--- config.mk ---
export PLATFORM = sky130hd
export DESIGN_NAME = trap_unit_top
export DESIGN_NICKNAME = d
export VERILOG_FILES = /design/src/csr_pkg.sv /design/src/trap_pkg.sv /design/src/trap_csr_if.sv /design/src/cpu_ctrl.sv /design/src/pc_gen.sv /design/src/trap_csr.sv /design/src/trap_unit_top.sv
export VERILOG_INCLUDE_DIRS = /design/src /design/src/src
export SDC_FILE = /design/constraint.sdc
export NUM_CORES = 1
export LEC_CHECK = 0
export BUFFER_PORTS_ARGS = -buffer_cell sky130_fd_sc_hd__buf_2
export CAP_MARGIN = 20
export CORE_ASPECT_RATIO = 0.7
export CORE_MARGIN = 2
export CORE_UTILIZATION = 40
export DETAILED_ROUTE_END_ITERATION = 10
export SKIP_CTS_REPAIR_TIMING = 1
export SLEW_MARGIN = 20
export SYNTH_ARGS = -nofsm -noshare
export SYNTH_HDL_FRONTEND = slang
export SYNTH_SLANG_ARGS = --single-unit
--- constraint.sdc ---
create_clock -name clk -period 8.6 [get_ports clk]
set_clock_uncertainty 0.05 [all_clocks]
set_input_delay 2.15 -clock clk [delete_from_list [all_inputs] [get_ports clk]]
set_output_delay 2.15 -clock clk [all_outputs]
set_load 0.01 [all_outputs]
--- src/cpu_cfg.svh ---
`ifndef CPU_CFG_SVH
`define CPU_CFG_SVH

`define PC_WIDTH    32
`define WORD_WIDTH  32
`define EXP_WIDTH   3               // pipeline exception code

`define RESET_PC    32'h0000_0000
`define RESET_MTVEC 32'h0000_0100   // direct mode with base 0x100

`endif

--- src/csr_pkg.sv ---
package csr_pkg;

    // machine trap CSR addresses
    typedef enum logic [11:0] {
        CSR_MSTATUS = 12'h300,
        CSR_MIE     = 12'h304,
        CSR_MTVEC   = 12'h305,
        CSR_MEPC    = 12'h341,
        CSR_MCAUSE  = 12'h342,
        CSR_MTVAL   = 12'h343,
        CSR_MIP     = 12'h344
    } csr_addr_e;

    typedef enum logic [1:0] {
        MTVEC_DIRECT   = 2'd0,
        MTVEC_VECTORED = 2'd1      // base + 4 * cause
    } mtvec_mode_e;

endpackage

--- src/trap_pkg.sv ---
`include "cpu_cfg.svh"

package trap_pkg;

    // exception code travelling down the pipeline stages
    typedef enum logic [`EXP_WIDTH-1:0] {
        EXP_NONE             = 0,
        EXP_UNDEF_INSN       = 1,
        EXP_ALU_OVERFLOW     = 2,
        EXP_LOAD_MISALIGNED  = 3,
        EXP_STORE_MISALIGNED = 4
    } exp_code_e;

    // mcause exception codes with bit 31 clear
    typedef enum logic [30:0] {
        MCAUSE_ILLEGAL_INSN     = 31'd2,
        MCAUSE_BREAKPOINT       = 31'd3,
        MCAUSE_LOAD_MISALIGNED  = 31'd4,
        MCAUSE_STORE_MISALIGNED = 31'd6,
        MCAUSE_ECALL_M          = 31'd11,
        MCAUSE_ALU_OVERFLOW     = 31'd24    // custom
    } mcause_code_e;

    // interrupt cause codes marked by bit 31 in mcause
    typedef enum logic [30:0] {
        MCAUSE_M_SOFT_INT  = 31'd3,
        MCAUSE_M_TIMER_INT = 31'd7,
        MCAUSE_M_EXT_INT   = 31'd11
    } mcause_irq_e;

endpackage

--- src/trap_csr_if.sv ---
`timescale 1ns/100ps
`include "cpu_cfg.svh"

interface trap_csr_if;

    logic                     mstatus_mie;
    logic                     mstatus_mpie;
    logic                     mie_meie;
    logic                     mie_mtie;
    logic                     mie_msie;
    logic                     mip_meip;
    logic                     mip_mtip;
    logic                     mip_msip;
    logic [29:0]              mtvec_base;
    csr_pkg::mtvec_mode_e     mtvec_mode;
    logic [`PC_WIDTH-1:0]     mepc;

    logic                     mie_clear_en;     // trap entry
    logic                     mie_set_en;       // mret
    logic                     mepc_set_en;
    logic [`PC_WIDTH-1:0]     mepc_set_pc;
    logic                     mcause_set_en;
    logic [`WORD_WIDTH-1:0]   mcause_set_cause;
    logic                     mtval_set_en;
    logic [`WORD_WIDTH-1:0]   mtval_set_tval;

    modport ctrl (
        input  mstatus_mie, mstatus_mpie,
        input  mie_meie, mie_mtie, mie_msie,
        input  mip_meip, mip_mtip, mip_msip,
        input  mtvec_base, mtvec_mode, mepc,
        output mie_clear_en, mie_set_en,
        output mepc_set_en, mepc_set_pc,
        output mcause_set_en, mcause_set_cause,
        output mtval_set_en, mtval_set_tval
    );

    modport csr (
        output mstatus_mie, mstatus_mpie,
        output mie_meie, mie_mtie, mie_msie,
        output mip_meip, mip_mtip, mip_msip,
        output mtvec_base, mtvec_mode, mepc,
        input  mie_clear_en, mie_set_en,
        input  mepc_set_en, mepc_set_pc,
        input  mcause_set_en, mcause_set_cause,
        input  mtval_set_en, mtval_set_tval
    );

endinterface

--- src/cpu_ctrl.sv ---
`timescale 1ns/100ps
`include "cpu_cfg.svh"

module cpu_ctrl (
    input  logic [`PC_WIDTH-1:0]    id_pc,
    input  logic [`PC_WIDTH-1:0]    mem_pc,
    input  logic                    load_hazard_id_ex,
    input  logic                    load_hazard_ex_mem,
    input  logic                    control_hazard,
    input  logic                    bus_wait,           // ahb wait level
    input  trap_pkg::exp_code_e     exp_code,           // from decoder
    input  trap_pkg::exp_code_e     ex_exp_code,        // from mem ctrl in ex
    input  trap_pkg::exp_code_e     mem_exp_code,
    input  logic                    ebreak_en,
    input  logic                    ecall_en,
    input  logic                    mret_en,
    input  logic                    mem_ebreak_en,
    input  logic                    mem_ecall_en,
    trap_csr_if.ctrl                csr,
    output logic                    trap_happened,
    output logic                    mret_taken,
    output logic [`PC_WIDTH-1:0]    ctrl_pc,
    output logic                    pc_stall,
    output logic                    if_stall,
    output logic                    id_stall,
    output logic                    ex_stall,
    output logic                    mem_stall,
    output logic                    if_flush,
    output logic                    id_flush,
    output logic                    ex_flush,
    output logic                    mem_flush
);

    logic                   int_external;
    logic                   int_timer;
    logic                   int_software;
    logic                   interrupt_en;
    logic                   exception_mem_en;
    logic                   exp_in_decoder;
    logic                   exp_in_ex;
    logic [30:0]            cause_code;
    logic [`PC_WIDTH-1:0]   trap_base;
    logic [`PC_WIDTH-1:0]   trap_target;

    assign int_external = csr.mstatus_mie && csr.mie_meie && csr.mip_meip;
    assign int_timer    = csr.mstatus_mie && csr.mie_mtie && csr.mip_mtip;
    assign int_software = csr.mstatus_mie && csr.mie_msie && csr.mip_msip;
    assign interrupt_en = int_external || int_timer || int_software;

    assign exception_mem_en = (mem_exp_code != trap_pkg::EXP_NONE) ||
                              mem_ecall_en || mem_ebreak_en;
    assign trap_happened    = interrupt_en || exception_mem_en;
    assign mret_taken       = mret_en && !trap_happened;    // trap wins

    assign exp_in_decoder = ebreak_en || ecall_en || (exp_code == trap_pkg::EXP_UNDEF_INSN);
    assign exp_in_ex      = (ex_exp_code == trap_pkg::EXP_LOAD_MISALIGNED) ||
                            (ex_exp_code == trap_pkg::EXP_STORE_MISALIGNED);

    // interrupts first, then the ranked mem stage exceptions
    always_comb begin
        cause_code = 31'd0;
        if (int_external) begin
            cause_code = trap_pkg::MCAUSE_M_EXT_INT;
        end else if (int_timer) begin
            cause_code = trap_pkg::MCAUSE_M_TIMER_INT;
        end else if (int_software) begin
            cause_code = trap_pkg::MCAUSE_M_SOFT_INT;
        end else if (mem_ecall_en) begin
            cause_code = trap_pkg::MCAUSE_ECALL_M;
        end else if (mem_ebreak_en) begin
            cause_code = trap_pkg::MCAUSE_BREAKPOINT;
        end else if (mem_exp_code == trap_pkg::EXP_UNDEF_INSN) begin
            cause_code = trap_pkg::MCAUSE_ILLEGAL_INSN;
        end else if (mem_exp_code == trap_pkg::EXP_ALU_OVERFLOW) begin
            cause_code = trap_pkg::MCAUSE_ALU_OVERFLOW;
        end else if (mem_exp_code == trap_pkg::EXP_LOAD_MISALIGNED) begin
            cause_code = trap_pkg::MCAUSE_LOAD_MISALIGNED;
        end else if (mem_exp_code == trap_pkg::EXP_STORE_MISALIGNED) begin
            cause_code = trap_pkg::MCAUSE_STORE_MISALIGNED;
        end
    end

    assign trap_base   = {csr.mtvec_base, 2'b00};
    assign trap_target = (csr.mtvec_mode == csr_pkg::MTVEC_VECTORED) ?
                         trap_base + {cause_code[`PC_WIDTH-3:0], 2'b00} : trap_base;

    always_comb begin
        csr.mie_clear_en     = 1'b0;
        csr.mie_set_en       = 1'b0;
        csr.mepc_set_en      = 1'b0;
        csr.mepc_set_pc      = '0;
        csr.mcause_set_en    = 1'b0;
        csr.mcause_set_cause = '0;
        csr.mtval_set_en     = 1'b0;    // mtval kept at zero
        csr.mtval_set_tval   = '0;
        ctrl_pc              = '0;
        if (trap_happened) begin
            csr.mie_clear_en     = 1'b1;
            csr.mepc_set_en      = 1'b1;
            csr.mepc_set_pc      = interrupt_en ? id_pc : mem_pc;   // sw skips ecall itself
            csr.mcause_set_en    = 1'b1;
            csr.mcause_set_cause = {interrupt_en, cause_code};
            ctrl_pc              = trap_target;
        end else if (mret_en) begin
            csr.mie_set_en = 1'b1;
            ctrl_pc        = csr.mepc;
        end
    end

    assign pc_stall  = load_hazard_id_ex || load_hazard_ex_mem || bus_wait;
    assign if_stall  = load_hazard_id_ex || load_hazard_ex_mem || bus_wait;
    assign id_stall  = bus_wait;
    assign ex_stall  = bus_wait;
    assign mem_stall = bus_wait;

    assign if_flush  = control_hazard || exp_in_decoder || exp_in_ex || trap_happened;
    assign id_flush  = load_hazard_id_ex || load_hazard_ex_mem || exp_in_ex || trap_happened;
    assign ex_flush  = exp_in_ex || trap_happened;
    assign mem_flush = exp_in_ex || exception_mem_en;   // interrupt lets mem retire

endmodule

--- src/pc_gen.sv ---
`timescale 1ns/100ps
`include "cpu_cfg.svh"

module pc_gen (
    input  logic                    clk,
    input  logic                    rst_n,
    input  logic                    trap_happened,
    input  logic                    mret_taken,
    input  logic                    pc_stall,
    input  logic [`PC_WIDTH-1:0]    ctrl_pc,
    output logic [`PC_WIDTH-1:0]    pc
);

    localparam logic [`PC_WIDTH-1:0] PC_STEP = 4;

    always_ff @(posedge clk) begin
        if (!rst_n) begin
            pc <= `RESET_PC;
        end else if (trap_happened || mret_taken) begin
            pc <= ctrl_pc;              // redirect beats stall
        end else if (!pc_stall) begin
            pc <= pc + PC_STEP;
        end
    end

endmodule

--- src/trap_csr.sv ---
`timescale 1ns/100ps
`include "cpu_cfg.svh"

module trap_csr (
    input  logic                        clk,
    input  logic                        rst_n,
    input  logic                        irq_external,
    input  logic                        irq_timer,
    input  logic                        irq_software,
    input  logic                        csr_we,
    input  csr_pkg::csr_addr_e          csr_addr,
    input  logic [`WORD_WIDTH-1:0]      csr_wdata,
    output logic [`WORD_WIDTH-1:0]      csr_rdata,
    trap_csr_if.csr                     csr
);

    localparam logic [`WORD_WIDTH-1:0] RESET_MTVEC_VAL = `RESET_MTVEC;

    logic [`WORD_WIDTH-1:0] mcause;
    logic [`WORD_WIDTH-1:0] mtval;
    logic                   wr_mstatus;
    logic                   wr_mie;
    logic                   wr_mtvec;
    logic                   wr_mepc;
    logic                   wr_mcause;

    assign wr_mstatus = csr_we && (csr_addr == csr_pkg::CSR_MSTATUS);
    assign wr_mie     = csr_we && (csr_addr == csr_pkg::CSR_MIE);
    assign wr_mtvec   = csr_we && (csr_addr == csr_pkg::CSR_MTVEC);
    assign wr_mepc    = csr_we && (csr_addr == csr_pkg::CSR_MEPC);
    assign wr_mcause  = csr_we && (csr_addr == csr_pkg::CSR_MCAUSE);

    always_ff @(posedge clk) begin
        if (!rst_n) begin
            csr.mstatus_mie  <= 1'b0;
            csr.mstatus_mpie <= 1'b0;
            csr.mie_meie     <= 1'b0;
            csr.mie_mtie     <= 1'b0;
            csr.mie_msie     <= 1'b0;
            csr.mip_meip     <= 1'b0;
            csr.mip_mtip     <= 1'b0;
            csr.mip_msip     <= 1'b0;
            csr.mtvec_base   <= RESET_MTVEC_VAL[`WORD_WIDTH-1:2];
            csr.mtvec_mode   <= csr_pkg::MTVEC_DIRECT;
            csr.mepc         <= '0;
            mcause           <= '0;
            mtval            <= '0;
        end else begin
            csr.mip_meip <= irq_external;   // pending follows the lines
            csr.mip_mtip <= irq_timer;
            csr.mip_msip <= irq_software;

            if (csr.mie_clear_en) begin
                csr.mstatus_mpie <= csr.mstatus_mie;
                csr.mstatus_mie  <= 1'b0;
            end else if (csr.mie_set_en) begin
                csr.mstatus_mie  <= csr.mstatus_mpie;
                csr.mstatus_mpie <= 1'b1;
            end else if (wr_mstatus) begin
                csr.mstatus_mie  <= csr_wdata[3];
                csr.mstatus_mpie <= csr_wdata[7];
            end

            if (wr_mie) begin
                csr.mie_meie <= csr_wdata[11];
                csr.mie_mtie <= csr_wdata[7];
                csr.mie_msie <= csr_wdata[3];
            end

            if (wr_mtvec) begin
                csr.mtvec_base <= csr_wdata[`WORD_WIDTH-1:2];
                csr.mtvec_mode <= csr_wdata[0] ? csr_pkg::MTVEC_VECTORED :
                                                 csr_pkg::MTVEC_DIRECT;    // mode 2, 3 unused
            end

            if (csr.mepc_set_en) begin
                csr.mepc <= csr.mepc_set_pc;
            end else if (wr_mepc) begin
                csr.mepc <= csr_wdata;
            end

            if (csr.mcause_set_en) begin
                mcause <= csr.mcause_set_cause;
            end else if (wr_mcause) begin
                mcause <= csr_wdata;
            end

            if (csr.mtval_set_en) begin
                mtval <= csr.mtval_set_tval;
            end
        end
    end

    always_comb begin
        case (csr_addr)
            csr_pkg::CSR_MSTATUS: csr_rdata = {24'd0, csr.mstatus_mpie, 3'd0,
                                               csr.mstatus_mie, 3'd0};
            csr_pkg::CSR_MIE:     csr_rdata = {20'd0, csr.mie_meie, 3'd0, csr.mie_mtie,
                                               3'd0, csr.mie_msie, 3'd0};
            csr_pkg::CSR_MIP:     csr_rdata = {20'd0, csr.mip_meip, 3'd0, csr.mip_mtip,
                                               3'd0, csr.mip_msip, 3'd0};
            csr_pkg::CSR_MTVEC:   csr_rdata = {csr.mtvec_base, csr.mtvec_mode};
            csr_pkg::CSR_MEPC:    csr_rdata = csr.mepc;
            csr_pkg::CSR_MCAUSE:  csr_rdata = mcause;
            csr_pkg::CSR_MTVAL:   csr_rdata = mtval;
            default:              csr_rdata = '0;  // unmapped
        endcase
    end

endmodule

--- src/trap_unit_top.sv ---
`timescale 1ns/100ps
`include "cpu_cfg.svh"

module trap_unit_top (
    input  logic                        clk,
    input  logic                        rst_n,
    input  logic [`PC_WIDTH-1:0]        id_pc,
    input  logic [`PC_WIDTH-1:0]        mem_pc,
    input  logic                        load_hazard_id_ex,
    input  logic                        load_hazard_ex_mem,
    input  logic                        control_hazard,
    input  logic                        bus_wait,
    input  logic [`EXP_WIDTH-1:0]       exp_code,
    input  logic [`EXP_WIDTH-1:0]       ex_exp_code,
    input  logic [`EXP_WIDTH-1:0]       mem_exp_code,
    input  logic                        ebreak_en,
    input  logic                        ecall_en,
    input  logic                        mret_en,
    input  logic                        mem_ebreak_en,
    input  logic                        mem_ecall_en,
    input  logic                        irq_external,
    input  logic                        irq_timer,
    input  logic                        irq_software,
    input  logic                        csr_we,
    input  logic [11:0]                 csr_addr,
    input  logic [`WORD_WIDTH-1:0]      csr_wdata,
    output logic [`WORD_WIDTH-1:0]      csr_rdata,
    output logic [`PC_WIDTH-1:0]        pc,
    output logic                        trap_happened,
    output logic                        pc_stall,
    output logic                        if_stall,
    output logic                        id_stall,
    output logic                        ex_stall,
    output logic                        mem_stall,
    output logic                        if_flush,
    output logic                        id_flush,
    output logic                        ex_flush,
    output logic                        mem_flush
);

    logic                   mret_taken;
    logic [`PC_WIDTH-1:0]   ctrl_pc;

    trap_csr_if csr_bus ();

    pc_gen u_pc_gen (
        .clk           (clk),
        .rst_n         (rst_n),
        .trap_happened (trap_happened),
        .mret_taken    (mret_taken),
        .pc_stall      (pc_stall),
        .ctrl_pc       (ctrl_pc),
        .pc            (pc)
    );

    cpu_ctrl u_cpu_ctrl (
        .id_pc              (id_pc),
        .mem_pc             (mem_pc),
        .load_hazard_id_ex  (load_hazard_id_ex),
        .load_hazard_ex_mem (load_hazard_ex_mem),
        .control_hazard     (control_hazard),
        .bus_wait           (bus_wait),
        .exp_code           (trap_pkg::exp_code_e'(exp_code)),
        .ex_exp_code        (trap_pkg::exp_code_e'(ex_exp_code)),
        .mem_exp_code       (trap_pkg::exp_code_e'(mem_exp_code)),
        .ebreak_en          (ebreak_en),
        .ecall_en           (ecall_en),
        .mret_en            (mret_en),
        .mem_ebreak_en      (mem_ebreak_en),
        .mem_ecall_en       (mem_ecall_en),
        .csr                (csr_bus.ctrl),
        .trap_happened      (trap_happened),
        .mret_taken         (mret_taken),
        .ctrl_pc            (ctrl_pc),
        .pc_stall           (pc_stall),
        .if_stall           (if_stall),
        .id_stall           (id_stall),
        .ex_stall           (ex_stall),
        .mem_stall          (mem_stall),
        .if_flush           (if_flush),
        .id_flush           (id_flush),
        .ex_flush           (ex_flush),
        .mem_flush          (mem_flush)
    );

    trap_csr u_trap_csr (
        .clk          (clk),
        .rst_n        (rst_n),
        .irq_external (irq_external),
        .irq_timer    (irq_timer),
        .irq_software (irq_software),
        .csr_we       (csr_we),
        .csr_addr     (csr_pkg::csr_addr_e'(csr_addr)),   // unmapped reads zero
        .csr_wdata    (csr_wdata),
        .csr_rdata    (csr_rdata),
        .csr          (csr_bus.csr)
    );

endmodule
==> results.md, run 1 <==
Clock network:
- The deepest clock path buffer count is 2.
- Counting the buffers created by CTS gives 17.
- Clock-pin slew was measured on the worst setup and hold paths at 60 ps.
- Clock tree synthesis selected as its root buffer the cell sky130_fd_sc_hd__clkbuf_16.
- The clock latency on the worst-skew pair is around 430 ps.
- TritonCTS built the clock tree.
- The clock sink total is between 100 and 150.
- The H-tree depth is 4.

Power and ir drop:
- The areal power density over the cells is approximately 160 nW/um2.
- The reported net switching power is about 0.00038 W.
- The clock network is responsible for 49.7% of the overall power.
- The internal power of the cells is 0.001140 W.
- Combinational logic burns slightly above 7% of the power.
- The worst-case IR drop observed on VDD is roughly 0.00012 V.
- Of the total power, registers draw between 40% and 50%.
- The static leakage is ~4.1 nW.
- Of the total power, the share spent switching nets is about 25%.

Setup path:
- The cell depth of the worst flop-to-flop path is 12.
- Of all nets on the critical path, the largest fanout is 24.
- The origin of the critical flop-to-flop path is u_trap_csr.csr.mie_mtie.
- The worst register-to-register path ends at u_pc_gen.pc[14].
- In this design, the stage delay of the slowest critical-path cell is 560 ps.
- The arrival time at the worst endpoint is between 4000 and 5000 ps.
- Walking the worst path, the cells encountered are buf_2, or4_4, or4_4, nor3b_4, buf_4, a222oi_1, inv_1, buf_2.
- The critical path contains buffers and inverters numbering 4 combined.
- The critical path's slowest cell is sky130_fd_sc_hd__or4_4.
- On the critical path the largest part of the delay comes from simple AND/OR/NAND/NOR gates.
- The critical path is of the in2out type.
- The setup check on the worst reg-to-reg path leaves a slack of approximately 4800 ps.
- At the worst endpoint, the required time is 6400 ps.
- The kind of start point of the critical path is a primary input.
- The sort of element at the end of the critical path is an output pin.

Place:
- The quantity of I/O buffers inserted on ports is about 200.
- The HPWL after detailed placement is ~22,000 um.
- The congestion estimate from routability-driven global placement came to around 0.94.

Synth:
- For this run, the number of Yosys warnings is 0.
- The fraction of synthesized cell area taken by the top area cell type is 34.17%.
- The count of different cell masters after synthesis is 65.
- The share of synthesized flip-flops with an asynchronous set or reset is 0%.
- The leading cell type by number of instances after synthesis is sky130_fd_sc_hd__nand2_1.
- The synthesized area per cell is roughly 7.5 um2.
- After synthesis the netlist holds a flip-flop and latch count of 135.
- The count of flip-flops with a built-in enable after synthesis is 0.
- After technology mapping, the gate count stands at 1,060.
- The number of nets in the synthesized netlist is about 1,200.
- The biggest area consumer among synthesized cells is sky130_fd_sc_hd__dfxtp_1.
- In the synthesized netlist, the cells that appear most often are sky130_fd_sc_hd__nand2_1 (169), sky130_fd_sc_hd__dfxtp_1 (135), sky130_fd_sc_hd__nor2_1 (101).
- The predominant post-synthesis flop cell is sky130_fd_sc_hd__dfxtp_1.
- Sorting the synthesized cells by area gives the leading types as sky130_fd_sc_hd__dfxtp_1 (34%), sky130_fd_sc_hd__nand2_1 (8.0%), sky130_fd_sc_hd__nor2_1 (4.8%), sky130_fd_sc_hd__a222oi_1 (3.9%), sky130_fd_sc_hd__a21oi_1 (3.7%).
- The area of the mapped netlist is slightly below 8000 um2.
- For this run, the register share of the synthesized area comes to between 30% and 40%.

Drt:
- After detailed routing, the average wire length per cell comes to roughly 20 um.
- For this run, design rule violations remaining after detail routing come to 0.
- After detailed routing, the number of vias per cell comes to approximately 5.8.
- The number of vias after detailed routing is roughly 8,700.
- The number of nets still failing antenna checks after routing is 0.
- The first routing iteration left between 1,000 and 1,500 violations.
- The wire length after detailed routing is roughly 30,000 um.
- The total iterations of the first detailed-routing run is 6.

Hold path:
- The launch instance of the worst min-delay path is u_trap_csr.mcause[25].
- The path class of the tightest hold or removal check is reg2reg.
- The path with the worst hold slack has its endpoint at u_trap_csr.mcause[25].
- The number of cells on the worst hold path is 2.

Floorplanning:
- The vertical extent of the die is between 100 and 150 um.
- The floorplan has 42 rows.
- The area of the die is roughly 21,000 um2.
- The initial standard-cell utilization of the core is approximately 41%.
- around 210 I/O pins were placed.
- The core outline area is 19,130 um2.
- The horizontal extent of the die is about 170 um.

Layout:
- The multi-input combinational cells in the finished layout cover a total of 4708 um2.
- The post-route netlist has 21.97% of its cells at a drive strength greater than 1.
- The layout net count is 1,355.
- The filler cells instantiated in the layout total 1,968.
- In the final layout, flip-flops and latches occupy between 2000 and 3000 um2.
- The end-of-flow core utilization is between 50% and 60%.
- Relative to the synthesized area, the layout overhead comes to 22.30%.
- The number of antenna cells inserted is 0.

Global route:
- The first global-routing pass estimated about 46,000 um of wire.
- Entering global routing, the biggest net connects 80 pins.
- The initial antenna violation count came to 0.
- The via count of the first global-routing pass is 7,894.
- The final global-route overflow total is 0.
- Global routing used 29.17% of the available tracks.

STA:
- After layout, the minimum clock period comes to ~6800 ps.
- The final number of max-transition violations came to 0.
- The setup TNS is 0 ps.
- The hold violation count in the final report is 0.
- In the finished design, the share of the clock period the worst path needs comes to between 70% and 80%.
- Setup repair after global routing left no endpoint under its margin.
- Setup violations remaining at the end of the flow were counted as 0.
- Headroom to the max-slew limit came out at a little over a quarter.
- For the pin with the worst max-slew slack, the measured transition is about 1100 ps.
- Static timing analysis puts the maximum clock frequency at 147.6 MHz.

Flow run:
- Max-cap violations in this run came to 0.

Run status:
- The run finished with clean final reports.
power by group through the flow:
| stage | sequential (W) | clock [W] | combinational (W) |
|---|---|---|---|
| 3_5_place_dp | 0.000669 | 0 | 0.000106 |
| 6_report | 0.000656 | 0.000755 | 0.000107 |
| 3_3_place_gp | 0.000670 | 0 | 0.000105 |
| 5_1_grt | 0.000657 | 0.000786 | 0.000118 |
| 2_1_floorplan | 0.000659 | 0 | 0.0000520 |
| 4_1_cts | 0.000655 | 0.000758 | 0.000106 |
per-layer routing:
metal,GRT usage [%],part of all wire (%),wire (um)
met5,0,0,0
met4,6.145,0.96,290
met3,7.570,12,3592
met2,38.68,38,11530
met1,46.13,49,14770
flip-flops by register name, summed over array words and instances, names as in the netlist:
name / count
u_trap_csr.csr.mie_msie: 1
u_trap_csr.csr.mstatus_mie: 1
u_trap_csr.csr.mie_mtie: 1
u_pc_gen.pc: 32
u_trap_csr.csr.mepc: 32
u_trap_csr.csr.mie_meie: 1
u_trap_csr.csr.mip_mtip: 1
u_trap_csr.csr.mip_meip: 1
u_trap_csr.mcause: 32
u_trap_csr.csr.mtvec_base: 30
u_trap_csr.csr.mtvec_mode: 1
u_trap_csr.csr.mip_msip: 1
u_trap_csr.csr.mstatus_mpie: 1
cell usage in the layout, fill, tap and decap left out, types with 14 or more instances in the layout:
cell type and instances:
sky130_fd_sc_hd__a21boi_1 29, sky130_fd_sc_hd__a21oi_1 58, sky130_fd_sc_hd__a222oi_1 31, sky130_fd_sc_hd__and2_1 14, sky130_fd_sc_hd__buf_2 205, sky130_fd_sc_hd__buf_4 17, sky130_fd_sc_hd__clkbuf_16 17, sky130_fd_sc_hd__dfxtp_1 135
sky130_fd_sc_hd__inv_1 44, sky130_fd_sc_hd__nand2_1 169, sky130_fd_sc_hd__nand3_1 26, sky130_fd_sc_hd__nand4_1 18, sky130_fd_sc_hd__nor2_1 99, sky130_fd_sc_hd__nor3_1 53, sky130_fd_sc_hd__o211ai_1 37, sky130_fd_sc_hd__o21ai_0 34
sky130_fd_sc_hd__or3_1 34, sky130_fd_sc_hd__xnor2_1 25, sky130_fd_sc_hd__xor2_1 18
kinds of logic (layout without fill, tap and decap cells):
kind of cell / Yosys count / in the layout / synth area share, %
flip-flops: 135 / 135 / 34.17
AND/OR/NAND/NOR: 468 / 468 / 28.04
adder cells (fa/ha/maj): 7 / 7 / 1.202
buffers and inverters: 131 / 300 / 6.675
XOR/XNOR: 43 / 43 / 4.761
AO/OA/AOI/OAI: 262 / 262 / 23.32
multiplexers: 14 / 14 / 1.835
cell type report:
type,count,area share (%)
clock buffer,20,4.824
multi-input combinational,794,48.67
clock inverter,12,1.449
tap,264,3.414
sequential,135,27.94
inverter,46,1.785
timing repair buffer,222,11.92
worst register-to-register path, delay by kind of cell (launching register included):
family	cells	cell delay [ps]
buf+inv	1	90
flops	1	350
simple gates	5	1370
compound gates	4	1220
fa+ha+maj	1	280
xor+xnor	1	290
metrics by stage:
step / worst slack (ps) / std cells / hold WS (ps) / power, W / area (um2)
floorplan: 2399 / 1060 / 385.7 / 0.0007113 / 7910
CTS: 1834 / 1493 / 407.5 / 0.001519 / 9674
global route: 1741 / 1493 / 424.2 / 0.001561 / 9674
global placement: 1885 / 1461 / 395.6 / 0.0007749 / 9067
detailed placement: 1849 / 1461 / 398.6 / 0.0007747 / 9067
finish: 1826 / 1493 / 409.4 / 0.001518 / 9674
worst max-delay path by stage:
stage                      start       endpoint  slack, ps  depth (start not counted)
floorplan           csr_addr[10]  csr_rdata[11]       2400                          6
global placement    csr_addr[10]   csr_rdata[6]       1890                          8
detailed placement  csr_addr[10]  csr_rdata[20]       1850                          8
CTS                 csr_addr[10]  csr_rdata[20]       1830                          8
global route        csr_addr[10]  csr_rdata[29]       1740                          8
finish              csr_addr[10]  csr_rdata[20]       1830                          8
Note: power is estimated with default switching activity, not from simulation.
==> inputs of run 2 (changes only) <==
--- a/config.mk
+++ b/config.mk
@@ -12,6 +12,7 @@
 export CORE_MARGIN = 2
 export CORE_UTILIZATION = 40
 export DETAILED_ROUTE_END_ITERATION = 10
+export PLACE_DENSITY = 0.66
 export SKIP_CTS_REPAIR_TIMING = 1
 export SLEW_MARGIN = 20
 export SYNTH_ARGS = -nofsm -noshare
==> constraint.sdc (replaced) <==
create_clock -name clk -period 5.6 [get_ports clk]
set_clock_uncertainty 0.05 [all_clocks]
set_input_delay 1.4 -clock clk [delete_from_list [all_inputs] [get_ports clk]]
set_output_delay 1.4 -clock clk [all_outputs]
set_load 0.01 [all_outputs]
==> results.md, run 2 (synthesis gave the netlist of run 1 again) <==
Drt:
- After detailed routing, the average wire length per cell comes to just under 20 um.
- The number of vias after detailed routing is 8,691.
- For this run, design rule violations remaining after detail routing come to 0.
- In this run the remaining antenna-violating nets after routing total 0.
- The total iterations of the first detailed-routing run is 6.
- The starting DRC count in detailed routing is 1,156.
- Dividing the detail-routed via count by the number of cells gives slightly below 6.
- After detailed routing, the total wire length is ~29,000 um.

Setup path:
- Of all nets on the critical path, the largest fanout is 21.
- The slowest stage of the critical path belongs to the cell sky130_fd_sc_hd__or4_4.
- The largest single stage delay on the critical path is 560 ps.
- Data on the critical path arrives at its endpoint at 3490 ps.
- The signal on the critical path passes through buf_2, or4_4, or4_4, nor3b_4, buf_4, a222oi_1, inv_1, buf_2.
- The cell family contributing the most delay on the critical path is simple AND/OR/NAND/NOR gates.
- STA classifies the critical path startpoint as a primary input.
- Data on the critical path is required at its endpoint by between 4000 and 5000 ps.
- The startpoint-to-endpoint class of the critical path is in2out.
- The sort of element at the end of the critical path is an output pin.
- The total buffers and inverters traversed by the critical path is 4.

STA:
- The transition time at the pin with the least slew margin is approximately 890 ps.
- The worst path needs 4941 ps of the cycle, external delays included.
- The worst pin sits at a relative slew slack of between 40% and 50%.
- The period utilization is 88.24%.
- The final number of max-transition violations is 0.
- The setup TNS is 0 ps.
- Setup repair after global routing left no endpoint under its margin.
- Derived from the worst setup path, the maximum achievable clock frequency is slightly above 200 MHz.
- The hold violation count in the final report is 0.
- Setup violations remaining at the end of the flow were counted as 0.

Global route:
- After global routing the overflow that remains totals 0.
- The first-pass GRT wire length is approximately 44,000 um.
- The via count of the first global-routing pass is roughly 8,000.
- The largest net degree at the start of global routing is 72.
- The initial antenna violation count is 1.
- Global routing used approximately 28% of the available tracks.

Power and ir drop:
- In this run the power density over the cells is ~230 nW/um2.
- The power share of the clock group is 47.8%.
- The worst-case IR drop observed on VDD is about 0.00018 V.
- The analysis attributes to cell leakage a power of 4.081 nW.
- The analysis attributes to net switching a power of ~0.00057 W.
- The proportion of power drawn by combinational gates is 7.3%.
- The proportion of power drawn by flip-flops and latches is between 40% and 50%.
- The net switching fraction of the power is 25.59%.
- The internal power of the cells is roughly 0.0017 W.

Clock network:
- Clock latency on the worst-skew pair, taken at its later pin, is around 430 ps.
- The longest clock path from root to sink contains 2 buffers.
- The clock tree root driver cell is sky130_fd_sc_hd__clkbuf_16.
- The number of clock buffers added by TritonCTS is 17.
- The H-tree depth is 4.
- The register clock-pin slew on the reported worst setup and hold paths is roughly 60 ps.
- For this design, the sink count on the clock tree is ~140.
- TritonCTS built the clock tree.

Layout:
- The largest registers in the layout are u_pc_gen.pc x32, u_trap_csr.csr.mepc x32, u_trap_csr.mcause x32.
- The number of antenna cells inserted is 0.
- The layout net count is around 1,400.
- The most frequent standard cell in the layout excluding fill and tap cells is sky130_fd_sc_hd__buf_2.
- The post-route netlist has 22.14% of its cells at a drive strength greater than 1.
- Excluding fillers, the count of instances in the completed layout stands at 1,497.
- The layout filler cell count is 1,945.
- From synthesis to final layout, the design area changed by 21.94%.
- Once layout is done, the placed cells without fillers occupy slightly below 10,000 um2.
- In the layout the commonest cells are sky130_fd_sc_hd__buf_2 (205), sky130_fd_sc_hd__nand2_1 (169), sky130_fd_sc_hd__dfxtp_1 (135).

Place:
- Counting tap cells, the placed design contains a total of between 1,000 and 1,500 instances.
- At the end of routability-driven placement, the weighted congestion stood at between 0.9 and 1.
- After detailed placement, the total cell area comes to between 9000 and 10,000 um2.
- Port buffering added 205 buffers.
- The HPWL after detailed placement is around 22,000 um.

Run status:
- The run finished with clean final reports.

Floorplanning:
- The initial standard-cell utilization of the core is between 40% and 50%.
- The horizontal extent of the die is 172.1 um.
- The number of ports placed on the die boundary is a little over 200.
- The area of the die is roughly 21,000 um2.
- The vertical extent of the die is 121.7 um.
- The core outline area is roughly 19,000 um2.
- The number of rows created at floorplan is 42.

Hold path:
- The kind of path behind the tightest hold check is reg2reg.

Flow run:
- The reported max-cap violation count is 0.
[run 2: worst min-delay path, stage by stage, from the launching register on]
cell                      delay, ps
sky130_fd_sc_hd__dfxtp_1        310
sky130_fd_sc_hd__nand2_1         50
sky130_fd_sc_hd__a21oi_1         50
[run 2: worst paths after layout]
kind | from | endpoint | slack [ps] | cells after the start
min | u_trap_csr.mcause[17] | u_trap_csr.mcause[17] | 410 | 2
max reg2reg | u_trap_csr.csr.mie_mtie | u_pc_gen.pc[26] | 1850 | 12
min reg2reg | u_trap_csr.mcause[17] | u_trap_csr.mcause[17] | 410 | 2
max | csr_addr[10] | csr_rdata[29] | 660 | 8
[run 2: area by class of cell]
| type | instances | area (um2) | area share, % |
|---|---|---|---|
| clock inverter | 14 | 126.4 | 1.310 |
| inverter | 46 | 172.7 | 1.790 |
| multi-input combinational | 794 | 4701 | 48.74 |
| clock buffer | 18 | 429.2 | 4.449 |
| timing repair buffer | 226 | 1184 | 12.27 |
| tap | 264 | 330.3 | 3.425 |
| sequential | 135 | 2703 | 28.02 |
[run 2: power by group through the flow]
stage               registers [W]  clock network (W)   logic, W
floorplan                 0.00101                  0  0.0000799
global placement          0.00103                  0   0.000160
detailed placement        0.00103                  0   0.000161
CTS                       0.00100            0.00108   0.000162
global route              0.00101            0.00112   0.000180
finish                    0.00101            0.00107   0.000163
[run 2: routing by layer]
| metal | global-route usage, % | vias to the layer above | share of wire [%] | wire length [um] |
|---|---|---|---|---|
| met4 | 5.095 | 2 | 0.86 | 251 |
| met3 | 7.960 | 20 | 12 | 3588 |
| li1 | - | 4128 | - | - |
| met1 | 42.75 | 4019 | 47 | 13920 |
| met5 | 0 | - | 0.044 | 13 |
| met2 | 37.68 | 522 | 39 | 11540 |
[run 2: metrics by stage]
stage	hold slack (ps)	worst slack (ps)	power [W]	util [%]
6_report	410.8	658.7	0.002239	50.43
5_1_grt	426.2	577.9	0.002308	50.43
2_1_floorplan	385.7	899.1	0.001092	-
3_5_place_dp	399.5	677.8	0.001187	47.52
3_3_place_gp	400.0	718.1	0.001187	47.52
4_1_cts	408.4	676.1	0.002244	50.43
